**config.mk**
```make
export PLATFORM = sky130hd
export DESIGN_NAME = qa_driver
export DESIGN_NICKNAME = d
export VERILOG_FILES = /design/src/verilog/cci_pkg.sv /design/src/verilog/drv_pkg.sv /design/src/verilog/rx_unpacker.sv /design/src/verilog/tx_packer.sv /design/src/verilog/sreg_bridge.sv /design/src/verilog/tx_arbiter.sv /design/src/verilog/qa_driver.sv
export SDC_FILE = /design/constraint.sdc
export NUM_CORES = 1
export LEC_CHECK = 0
export BUFFER_PORTS_ARGS = -buffer_cell sky130_fd_sc_hd__buf_2
export CAP_MARGIN = 5
export CORE_UTILIZATION = 39
export DETAILED_ROUTE_END_ITERATION = 10
export HOLD_SLACK_MARGIN = 0.08
export MAX_ROUTING_LAYER = met4
export PLACE_DENSITY = 0.59
export SLEW_MARGIN = 5
export SYNTH_ARGS = -nofsm -noshare
export SYNTH_HDL_FRONTEND = slang
export SYNTH_HIERARCHICAL = 1
export SYNTH_SLANG_ARGS = --single-unit
```
**constraint.sdc**
```tcl
create_clock -name clk -period 10.39 [get_ports clk]
set_input_delay 2.078 -clock clk [delete_from_list [all_inputs] [get_ports clk]]
set_output_delay 2.078 -clock clk [all_outputs]
set_load 0.02 [all_outputs]
```
**src/verilog/cci_pkg.sv**
```systemverilog
// --------------------------------------
// Host link format
// Line and header widths, CSR indices and write opcodes
// --------------------------------------

package cci_pkg;

    // ----------------------------------------
    // Widths
    // ----------------------------------------
    localparam int LINE_W   = 256;            // One cache line
    localparam int RX_HDR_W = 18;             // Channel 0 receive header
    localparam int TX_HDR_W = 61;             // Channel 1 transmit header
    localparam int TAG_W    = 14;             // Request tag
    localparam int ADDR_W   = 32;             // Line address
    localparam int OP_W     = 4;              // Request opcode
    localparam int CSR_IDX_W = 14;            // CSR index in low bits of rx header

    // ----------------------------------------
    // Transmit header layout
    // ----------------------------------------
    // Bits above the opcode and between opcode and address stay zero
    localparam int HDR_TAG_LSB  = 0;
    localparam int HDR_ADDR_LSB = 14;
    localparam int HDR_OP_LSB   = 52;

    // ----------------------------------------
    // CSR indices decoded by the driver
    // ----------------------------------------
    localparam logic [CSR_IDX_W-1:0] CSR_TX_BASE     = 14'h0284;  // Ring base line address
    localparam logic [CSR_IDX_W-1:0] CSR_STATUS_BASE = 14'h0288;  // Status line address
    localparam logic [CSR_IDX_W-1:0] CSR_SREG_REQ    = 14'h028c;  // Status register request

    // Channel 1 write request opcodes
    typedef enum logic [OP_W-1:0]
    {
        WR_LINE   = 4'h2,                     // Normal line write to the ring
        WR_STATUS = 4'h1                      // Status line write
    } tx_req_e;

endpackage

```
**src/verilog/drv_pkg.sv**
```systemverilog
// --------------------------------------
// Driver client side
// Chunk and ring sizes, status bridge states
// --------------------------------------

package drv_pkg;

    // ----------------------------------------
    // Client chunk stream
    // ----------------------------------------
    localparam int UMF_W       = 64;                // One client chunk
    localparam int CHUNKS      = 4;                 // Chunks per line
    localparam int CHUNK_IDX_W = $clog2(CHUNKS);    // Chunk counter width

    // ----------------------------------------
    // Transmit ring
    // ----------------------------------------
    localparam int RING_LINES  = 16;                // Lines in the host ring
    localparam int RING_IDX_W  = $clog2(RING_LINES); // Wraps at ring size

    // Status bridge FSM
    typedef enum logic [1:0]
    {
        IDLE,                                       // No request open
        WAIT_CLIENT,                                // Request shown to client
        WAIT_WRITE                                  // Response waiting for channel 1
    } sreg_state_e;

endpackage

```
**src/verilog/rx_unpacker.sv**
```systemverilog
// --------------------------------------
// Receive unpacker
// Splits a message line into client chunks
// --------------------------------------
`timescale 1ns/1ns

module rx_unpacker
(
    input  logic                         clk,
    input  logic                         rst,
    input  logic [cci_pkg::LINE_W-1:0]   line_in,
    input  logic                         line_valid,     // Registered message valid
    input  logic                         rx_fifo_enable, // Client pop
    output logic [drv_pkg::UMF_W-1:0]    rx_fifo_data,
    output logic                         rx_fifo_rdy
);

    import cci_pkg::*;
    import drv_pkg::*;

    logic [LINE_W-1:0]      line_q;     // Shifts down one chunk per pop
    logic [CHUNK_IDX_W-1:0] left;       // Chunks left after the current one
    logic                   busy;       // A chunk is on the output

    // ----------------------------------------
    // Chunk counter
    // ----------------------------------------
    always_ff @(posedge clk)
    begin
        if (rst)
        begin
            busy <= 1'b0;
            left <= '0;
        end
        else if (line_valid)
        begin
            busy <= 1'b1;
            left <= CHUNK_IDX_W'(CHUNKS - 1);
        end
        else if (rx_fifo_enable)
        begin
            left <= left - 1'b1;
            if (left == '0)
                busy <= 1'b0;           // Last chunk taken
        end
    end

    // Line holder, lowest chunk first
    always_ff @(posedge clk)
    begin
        if (line_valid)
            line_q <= line_in;
        else if (rx_fifo_enable)
            line_q <= line_q >> UMF_W;
    end

    assign rx_fifo_data = line_q[UMF_W-1:0];
    assign rx_fifo_rdy  = busy;

    // ----------------------------------------
    // Checks
    // ----------------------------------------
    // Host may send the next line only once the client has drained this one
    a_no_overrun: assert property (@(posedge clk) disable iff (rst)
        line_valid |-> !busy)
        else $error("rx_unpacker message line overran pending chunks");

    // Client pops only while a chunk is shown
    a_no_empty_pop: assert property (@(posedge clk) disable iff (rst)
        rx_fifo_enable |-> busy)
        else $error("rx_unpacker pop while empty");

endmodule

```
**src/verilog/tx_packer.sv**
```systemverilog
// --------------------------------------
// Transmit packer
// Gathers client chunks into ring lines
// --------------------------------------
`timescale 1ns/1ns

module tx_packer
(
    input  logic                          clk,
    input  logic                          rst,
    input  logic                          csr_valid,
    input  logic [cci_pkg::RX_HDR_W-1:0]  csr_hdr,
    input  logic [cci_pkg::LINE_W-1:0]    csr_data,
    input  logic [drv_pkg::UMF_W-1:0]     tx_fifo_data,
    input  logic                          tx_fifo_enable,  // Client push
    input  logic                          data_grant,      // One cycle pulse
    output logic                          tx_fifo_rdy,
    output logic [cci_pkg::LINE_W-1:0]    data_line,
    output logic [cci_pkg::ADDR_W-1:0]    data_addr,
    output logic                          data_req
);

    import cci_pkg::*;
    import drv_pkg::*;

    logic [ADDR_W-1:0]      ring_base;  // First line of the host ring
    logic [RING_IDX_W-1:0]  ring_idx;   // Wraps at ring size
    logic [CHUNK_IDX_W-1:0] chunk_idx;  // Next slot to fill
    logic                   full;       // Line waiting for a grant

    // ----------------------------------------
    // Control
    // ----------------------------------------
    always_ff @(posedge clk)
    begin
        if (rst)
        begin
            ring_base <= '0;
            ring_idx  <= '0;
            chunk_idx <= '0;
            full      <= 1'b0;
        end
        else
        begin
            if (csr_valid && (csr_hdr[CSR_IDX_W-1:0] == CSR_TX_BASE))
                ring_base <= csr_data[ADDR_W-1:0];
            if (tx_fifo_enable)
            begin
                chunk_idx <= chunk_idx + 1'b1;
                if (chunk_idx == CHUNK_IDX_W'(CHUNKS - 1))
                    full <= 1'b1;       // Fourth chunk closes the line
            end
            if (data_grant)
            begin
                full     <= 1'b0;
                ring_idx <= ring_idx + 1'b1;
            end
        end
    end

    // Fill slots lowest first
    always_ff @(posedge clk)
    begin
        if (tx_fifo_enable)
            data_line[chunk_idx * UMF_W +: UMF_W] <= tx_fifo_data;
    end

    assign tx_fifo_rdy = !full;
    assign data_req    = full;
    assign data_addr   = ring_base + ADDR_W'(ring_idx);

    // ----------------------------------------
    // Checks
    // ----------------------------------------
    a_push_rdy: assert property (@(posedge clk) disable iff (rst)
        tx_fifo_enable |-> tx_fifo_rdy)
        else $error("tx_packer push while tx_fifo_rdy low");

endmodule

```
**src/verilog/sreg_bridge.sv**
```systemverilog
// --------------------------------------
// Status register bridge
// Passes host status requests to the client and writes the answer back
// --------------------------------------
`timescale 1ns/1ns

module sreg_bridge
(
    input  logic                          clk,
    input  logic                          rst,
    input  logic                          csr_valid,
    input  logic [cci_pkg::RX_HDR_W-1:0]  csr_hdr,
    input  logic [cci_pkg::LINE_W-1:0]    csr_data,
    input  logic [63:0]                   sreg_rsp,
    input  logic                          sreg_rsp_enable,  // One cycle pulse
    input  logic                          status_grant,
    output logic [31:0]                   sreg_req_addr,
    output logic                          sreg_req_rdy,
    output logic [cci_pkg::LINE_W-1:0]    status_line,
    output logic [cci_pkg::ADDR_W-1:0]    status_addr,
    output logic                          status_req
);

    import cci_pkg::*;
    import drv_pkg::*;

    sreg_state_e       state;
    logic [ADDR_W-1:0] status_base;
    logic [63:0]       rsp_q;
    logic              req_csr;            // Status request write seen

    assign req_csr = csr_valid && (csr_hdr[CSR_IDX_W-1:0] == CSR_SREG_REQ);

    // ----------------------------------------
    // FSM
    // ----------------------------------------
    always_ff @(posedge clk)
    begin
        if (rst)
        begin
            state       <= IDLE;
            status_base <= '0;
        end
        else
        begin
            if (csr_valid && (csr_hdr[CSR_IDX_W-1:0] == CSR_STATUS_BASE))
                status_base <= csr_data[ADDR_W-1:0];
            case (state)
                IDLE:        if (req_csr) state <= WAIT_CLIENT;   // Later requests dropped
                WAIT_CLIENT: if (sreg_rsp_enable) state <= WAIT_WRITE;
                WAIT_WRITE:  if (status_grant) state <= IDLE;
                default:     state <= IDLE;
            endcase
        end
    end

    // Request address and response capture
    always_ff @(posedge clk)
    begin
        if ((state == IDLE) && req_csr)
            sreg_req_addr <= csr_data[31:0];
        if ((state == WAIT_CLIENT) && sreg_rsp_enable)
            rsp_q <= sreg_rsp;
    end

    assign sreg_req_rdy = (state == WAIT_CLIENT);
    assign status_req   = (state == WAIT_WRITE);
    assign status_addr  = status_base;
    assign status_line  = {{(LINE_W - 64){1'b0}}, rsp_q};    // Zero extended answer

    // Client answers once, only to an open request
    a_rsp_open: assert property (@(posedge clk) disable iff (rst)
        sreg_rsp_enable |-> (state == WAIT_CLIENT))
        else $error("sreg_bridge response without open request");

endmodule

```
**src/verilog/tx_arbiter.sv**
```systemverilog
// --------------------------------------
// Channel 1 write arbiter
// Status first, tags each write, holds off on almost full
// --------------------------------------
`timescale 1ns/1ns

module tx_arbiter
(
    input  logic                          clk,
    input  logic                          rst,
    input  logic                          alm_full,      // Registered link level
    input  logic                          data_req,
    input  logic [cci_pkg::LINE_W-1:0]    data_line,
    input  logic [cci_pkg::ADDR_W-1:0]    data_addr,
    input  logic                          status_req,
    input  logic [cci_pkg::LINE_W-1:0]    status_line,
    input  logic [cci_pkg::ADDR_W-1:0]    status_addr,
    output logic                          data_grant,
    output logic                          status_grant,
    output logic [cci_pkg::TX_HDR_W-1:0]  c1_hdr,
    output logic [cci_pkg::LINE_W-1:0]    c1_data,
    output logic                          c1_wr_valid
);

    import cci_pkg::*;

    logic [TAG_W-1:0]    tag;           // Rises by one per write
    tx_req_e             op;
    logic [TX_HDR_W-1:0] hdr_next;

    // Status wins and nothing goes while the link is almost full
    assign status_grant = status_req && !alm_full;
    assign data_grant   = data_req && !status_req && !alm_full;

    // ----------------------------------------
    // Header build
    // ----------------------------------------
    always_comb
    begin
        op       = status_grant ? WR_STATUS : WR_LINE;
        hdr_next = '0;
        hdr_next[HDR_OP_LSB +: OP_W]     = op;
        hdr_next[HDR_ADDR_LSB +: ADDR_W] = status_grant ? status_addr : data_addr;
        hdr_next[HDR_TAG_LSB +: TAG_W]   = tag;
    end

    always_ff @(posedge clk)
    begin
        if (rst)
        begin
            c1_wr_valid <= 1'b0;
            tag         <= '0;
        end
        else
        begin
            c1_wr_valid <= status_grant || data_grant;
            if (status_grant || data_grant)
                tag <= tag + 1'b1;
        end
    end

    always_ff @(posedge clk)
    begin
        if (status_grant || data_grant)
        begin
            c1_hdr  <= hdr_next;
            c1_data <= status_grant ? status_line : data_line;
        end
    end

    // ----------------------------------------
    // Checks
    // ----------------------------------------
    a_one_grant: assert property (@(posedge clk) disable iff (rst)
        !(status_grant && data_grant))
        else $error("tx_arbiter granted both sources");

endmodule

```
**src/verilog/qa_driver.sv**
```systemverilog
// --------------------------------------
// Host channel driver top level
// Registers the link and joins stream, status and arbiter blocks
// --------------------------------------
`timescale 1ns/1ns

module qa_driver
(
    input  logic                           clk,
    input  logic                           rst,               // Soft reset
    // Link channel 0 receive
    input  logic [cci_pkg::RX_HDR_W-1:0]   c0_rx_hdr,
    input  logic [cci_pkg::LINE_W-1:0]     c0_rx_data,
    input  logic                           c0_rx_csr_valid,
    input  logic                           c0_rx_umsg_valid,
    input  logic                           c1_tx_alm_full,
    input  logic                           init_done,         // Link ready level
    // Client receive FIFO
    output logic [drv_pkg::UMF_W-1:0]      rx_fifo_data,
    output logic                           rx_fifo_rdy,
    input  logic                           rx_fifo_enable,
    // Client transmit FIFO
    input  logic [drv_pkg::UMF_W-1:0]      tx_fifo_data,
    output logic                           tx_fifo_rdy,
    input  logic                           tx_fifo_enable,
    // Client status port
    output logic [31:0]                    sreg_req_addr,
    output logic                           sreg_req_rdy,
    input  logic [63:0]                    sreg_rsp,
    input  logic                           sreg_rsp_enable,
    // Link channel 1 write
    output logic [cci_pkg::TX_HDR_W-1:0]   c1_tx_hdr,
    output logic [cci_pkg::LINE_W-1:0]     c1_tx_data,
    output logic                           c1_tx_wr_valid
);

    import cci_pkg::*;

    logic                drv_rst;       // Soft reset or link not ready
    logic [RX_HDR_W-1:0] rx_hdr_q;
    logic [LINE_W-1:0]   rx_data_q;
    logic                csr_valid_q;
    logic                umsg_valid_q;
    logic                alm_full_q;

    // Source to arbiter nets
    logic [LINE_W-1:0]   data_line;
    logic [ADDR_W-1:0]   data_addr;
    logic                data_req;
    logic                data_grant;
    logic [LINE_W-1:0]   status_line;
    logic [ADDR_W-1:0]   status_addr;
    logic                status_req;
    logic                status_grant;

    logic [TX_HDR_W-1:0] c1_hdr;        // Arbiter output before port register
    logic [LINE_W-1:0]   c1_data;
    logic                c1_wr_valid;

    assign drv_rst = rst || !init_done;

    // ----------------------------------------
    // Link port registers
    // ----------------------------------------
    always_ff @(posedge clk)
    begin
        if (drv_rst)
        begin
            csr_valid_q    <= 1'b0;
            umsg_valid_q   <= 1'b0;
            alm_full_q     <= 1'b1;      // Stall until the link is sampled
            c1_tx_wr_valid <= 1'b0;
        end
        else
        begin
            csr_valid_q    <= c0_rx_csr_valid;
            umsg_valid_q   <= c0_rx_umsg_valid;
            alm_full_q     <= c1_tx_alm_full;
            c1_tx_wr_valid <= c1_wr_valid;
        end
    end

    // Payload side of the port registers
    always_ff @(posedge clk)
    begin
        rx_hdr_q   <= c0_rx_hdr;
        rx_data_q  <= c0_rx_data;
        c1_tx_hdr  <= c1_hdr;
        c1_tx_data <= c1_data;
    end

    // ----------------------------------------
    // Channel blocks
    // ----------------------------------------
    rx_unpacker u_rx_unpacker
    (
        .clk, .rst(drv_rst),
        .line_in(rx_data_q), .line_valid(umsg_valid_q),
        .rx_fifo_enable, .rx_fifo_data, .rx_fifo_rdy
    );

    tx_packer u_tx_packer
    (
        .clk, .rst(drv_rst),
        .csr_valid(csr_valid_q), .csr_hdr(rx_hdr_q), .csr_data(rx_data_q),
        .tx_fifo_data, .tx_fifo_enable, .data_grant,
        .tx_fifo_rdy, .data_line, .data_addr, .data_req
    );

    sreg_bridge u_sreg_bridge
    (
        .clk, .rst(drv_rst),
        .csr_valid(csr_valid_q), .csr_hdr(rx_hdr_q), .csr_data(rx_data_q),
        .sreg_rsp, .sreg_rsp_enable, .status_grant,
        .sreg_req_addr, .sreg_req_rdy, .status_line, .status_addr, .status_req
    );

    tx_arbiter u_tx_arbiter
    (
        .clk, .rst(drv_rst), .alm_full(alm_full_q),
        .data_req, .data_line, .data_addr,
        .status_req, .status_line, .status_addr,
        .data_grant, .status_grant, .c1_hdr, .c1_data, .c1_wr_valid
    );

endmodule

```
==> flow_metrics.tcl <==
set metrics [dict create \
    outcome "finished clean" \
    cts_hold_buffers 0 \
    post_route_insts_no_fill 6648 \
    internal-power_uw 10400 \
    multiInputGateArea_mm2 0.0116 \
    power.share.sequential 0.522 \
    cts.reportedPaths.clkPinSlew_ns 0.06 \
    critical-path-slowest-cell "dfxtp_1" \
    gr-usage-all-layers 0.181 \
    nets 5019 \
    post_drt_via_cell_ratio 4.33 \
    number_of_global_route_vias_before_repair 27937 \
    cts_repair_resize_count 0 \
    drt_first_iter_violations 1824 \
    critical_path_arrival_ns 1.64 \
    max-slew-margin-rel 0.166 \
    detail_route.first_pass.iterations 5 \
    drive_above_1_share 0.280 \
    worstHoldPathType "flop to flop" \
    core.rowCount 137 \
    mapped_cells 3782 \
    clk-insertion-delay-late_ns 0.82 \
    chipWidth_um 377 \
    setup_repair_after_global_routing_missed_its_margin "no" \
    syn-cell-area_mm2 0.0547 \
    place_congestion 0.823 \
    cts_made_buffers 164 \
    combPwrFrac 0.033 \
    power_per_cell_area_mw_per_mm2 203 \
    fin_crit_ns 3.72 \
    timing.critical_path.slowest_cell_delay_ns 0.39 \
    synth_warnings 6 \
    timing.final.ws_setup_ns 6.67 \
    syn_area_per_cell_um2 14.5 \
    max_slew_violations 0 \
    cellLeakagePower_uw 0.0275 \
    detailed_place.area_mm2 0.0595 \
    areaGrowthSynthToFinish_pct 19.0 \
    setup.worst_path.class "flop to output pin" \
    reg2reg_launch_point "u_sreg_bridge/state[1]" \
    clk_path_buf_depth 3 \
    final_min_period_over_clock_period 0.358 \
    grt_first_pass_wirelength_mm 181 \
    most_common_library_cell_in_the_layout_ignoring_fill_and_taps "edfxtp_1" \
    critPathLaunch "u_sreg_bridge/state[0]" \
    detail_route.drc_violations 0 \
    fillers 12242 \
    route.detailed.wl_per_inst_um 19.1 \
    grt.overflow.total 0 \
    number_of_levels_the_h_tree_was_split_into 4 \
    cts_setup_buffers 0 \
    fin_area_mm2 0.0651 \
    cp_cell_sequence "nor2b_1 -> buf_2" \
    cts.root.buffer_cell "clkbuf_16" \
    layout.cells.most_common_list "912 x edfxtp_1, 879 x nand2_1, 823 x buf_2, 681 x dfxtp_1, 322 x and2_1" \
    worst_slew_pin_slew_ns 1.25 \
    share_clk_of_total_power 0.445 \
    port-buffer-count 823 \
    cp_endpoint_kind "output pin" \
    timing.critical_path.from_type "flop" \
    report.final.hold_viol_count 0 \
    die_area_mm2 0.142 \
    core-area_mm2 0.139 \
    power.switching_uw 2800 \
    start_util 0.392 \
    dp_hpwl_mm 83.1 \
    number_of_violations_of_the_max_capacitance_limit 0 \
    crit_fanout 5 \
    grt_max_degree 152 \
    timing.hold.worst.start "u_tx_arbiter/c1_hdr[17]" \
    cp.buffers_inverters 1 \
    die_h_um 377 \
    worst_ep_required_time_ns 8.31 \
    finalSetupTns_ns 0 \
    finalWirelength_mm 127 \
    ir_worst_vdd_mv 0.162 \
    switching_share 0.212 \
    dpl_worst_slack_ns 6.03 \
    finalClockSkew_ns 0.0559 \
    dp_cells 6305 \
    maxClockFrequency_ghz 0.269 \
    setup_viol_count_final 0 \
    final_antenna_net_count 0 \
    total_via_count_in_the_routed_design 28789 \
    cts_sinks 1594 \
    path_delay_family "flip-flops" \
    register_area_mm2 0.0410 \
    floorplan.io_pins 828 \
    antenna_found_initial 54 \
    clock_tree_from_tritoncts "built" \
]
## state kept, by name (all words and copies together), names as in the netlist, 4 cells and up
register,cells
u_sreg_bridge/rsp_q,64
rx_hdr_q,14
u_sreg_bridge/status_addr,32
c1_tx_data,256
u_rx_unpacker/line_q,256
u_tx_arbiter/c1_data,256
u_tx_packer/ring_base,32
rx_data_q,256
u_tx_packer/data_line,256
u_sreg_bridge/sreg_req_addr,32
u_tx_arbiter/tag,14
u_tx_packer/ring_idx,4
u_tx_arbiter/c1_hdr,48
c1_tx_hdr,61
## through the flow
stage	hold slack (ns)	total power, uW	utilization
global placement	0.324	7480	0.427
CTS	0.276	13400	0.467
floorplan	0.323	7340	-
global route	0.287	13700	0.467
finish	0.303	13200	0.467
detailed placement	0.327	7490	0.427
## path summary, 6_finish.rpt
check	endpoint	cells after the start	slack, ns
worst max register to register	u_tx_arbiter/c1_data[9]	6	7.05
worst min-delay path	c1_tx_hdr[17]	0	0.30
worst min register to register	c1_tx_hdr[17]	0	0.30
worst max-delay path	sreg_req_rdy	2	6.67
## final cells by class
type                            count  share of cell area
Timing Repair Buffer              852              0.0672
Clock inverter                     55              0.0108
Inverter                           21             0.00144
Sequential cell                  1594               0.630
Clock buffer                      255              0.0745
Multi-Input combinational cell   1962               0.178
Antenna cell                       33             0.00127
Tap cell                         1876              0.0361
## layer usage
layer	wire (um)	vias to the layer above	GRT usage
li1	-	13949	-
met1	52500	13565	0.221
met2	57400	1041	0.272
met3	12100	234	0.0660
met4	4840	0	0.0734
met5	0	-	-
## worst register-to-register path: stages, from the launching register on
cell	delay, ns
dfxtp_1	0.35
nor2b_1	0.20
or2b_4	0.61
buf_4	0.70
buf_12	0.55
nand2_1	0.62
nand2_1	0.16
## power groups by stage
stage / Clock (uW) / Sequential [uW] / Combinational, uW
finish: 5880 / 6910 / 438
global placement: 0 / 7040 / 438
CTS: 6050 / 6910 / 444
floorplan: 0 / 7020 / 327
global route: 6290 / 6920 / 478
detailed placement: 0 / 7040 / 443
Note: power is estimated with default switching activity, not from simulation.
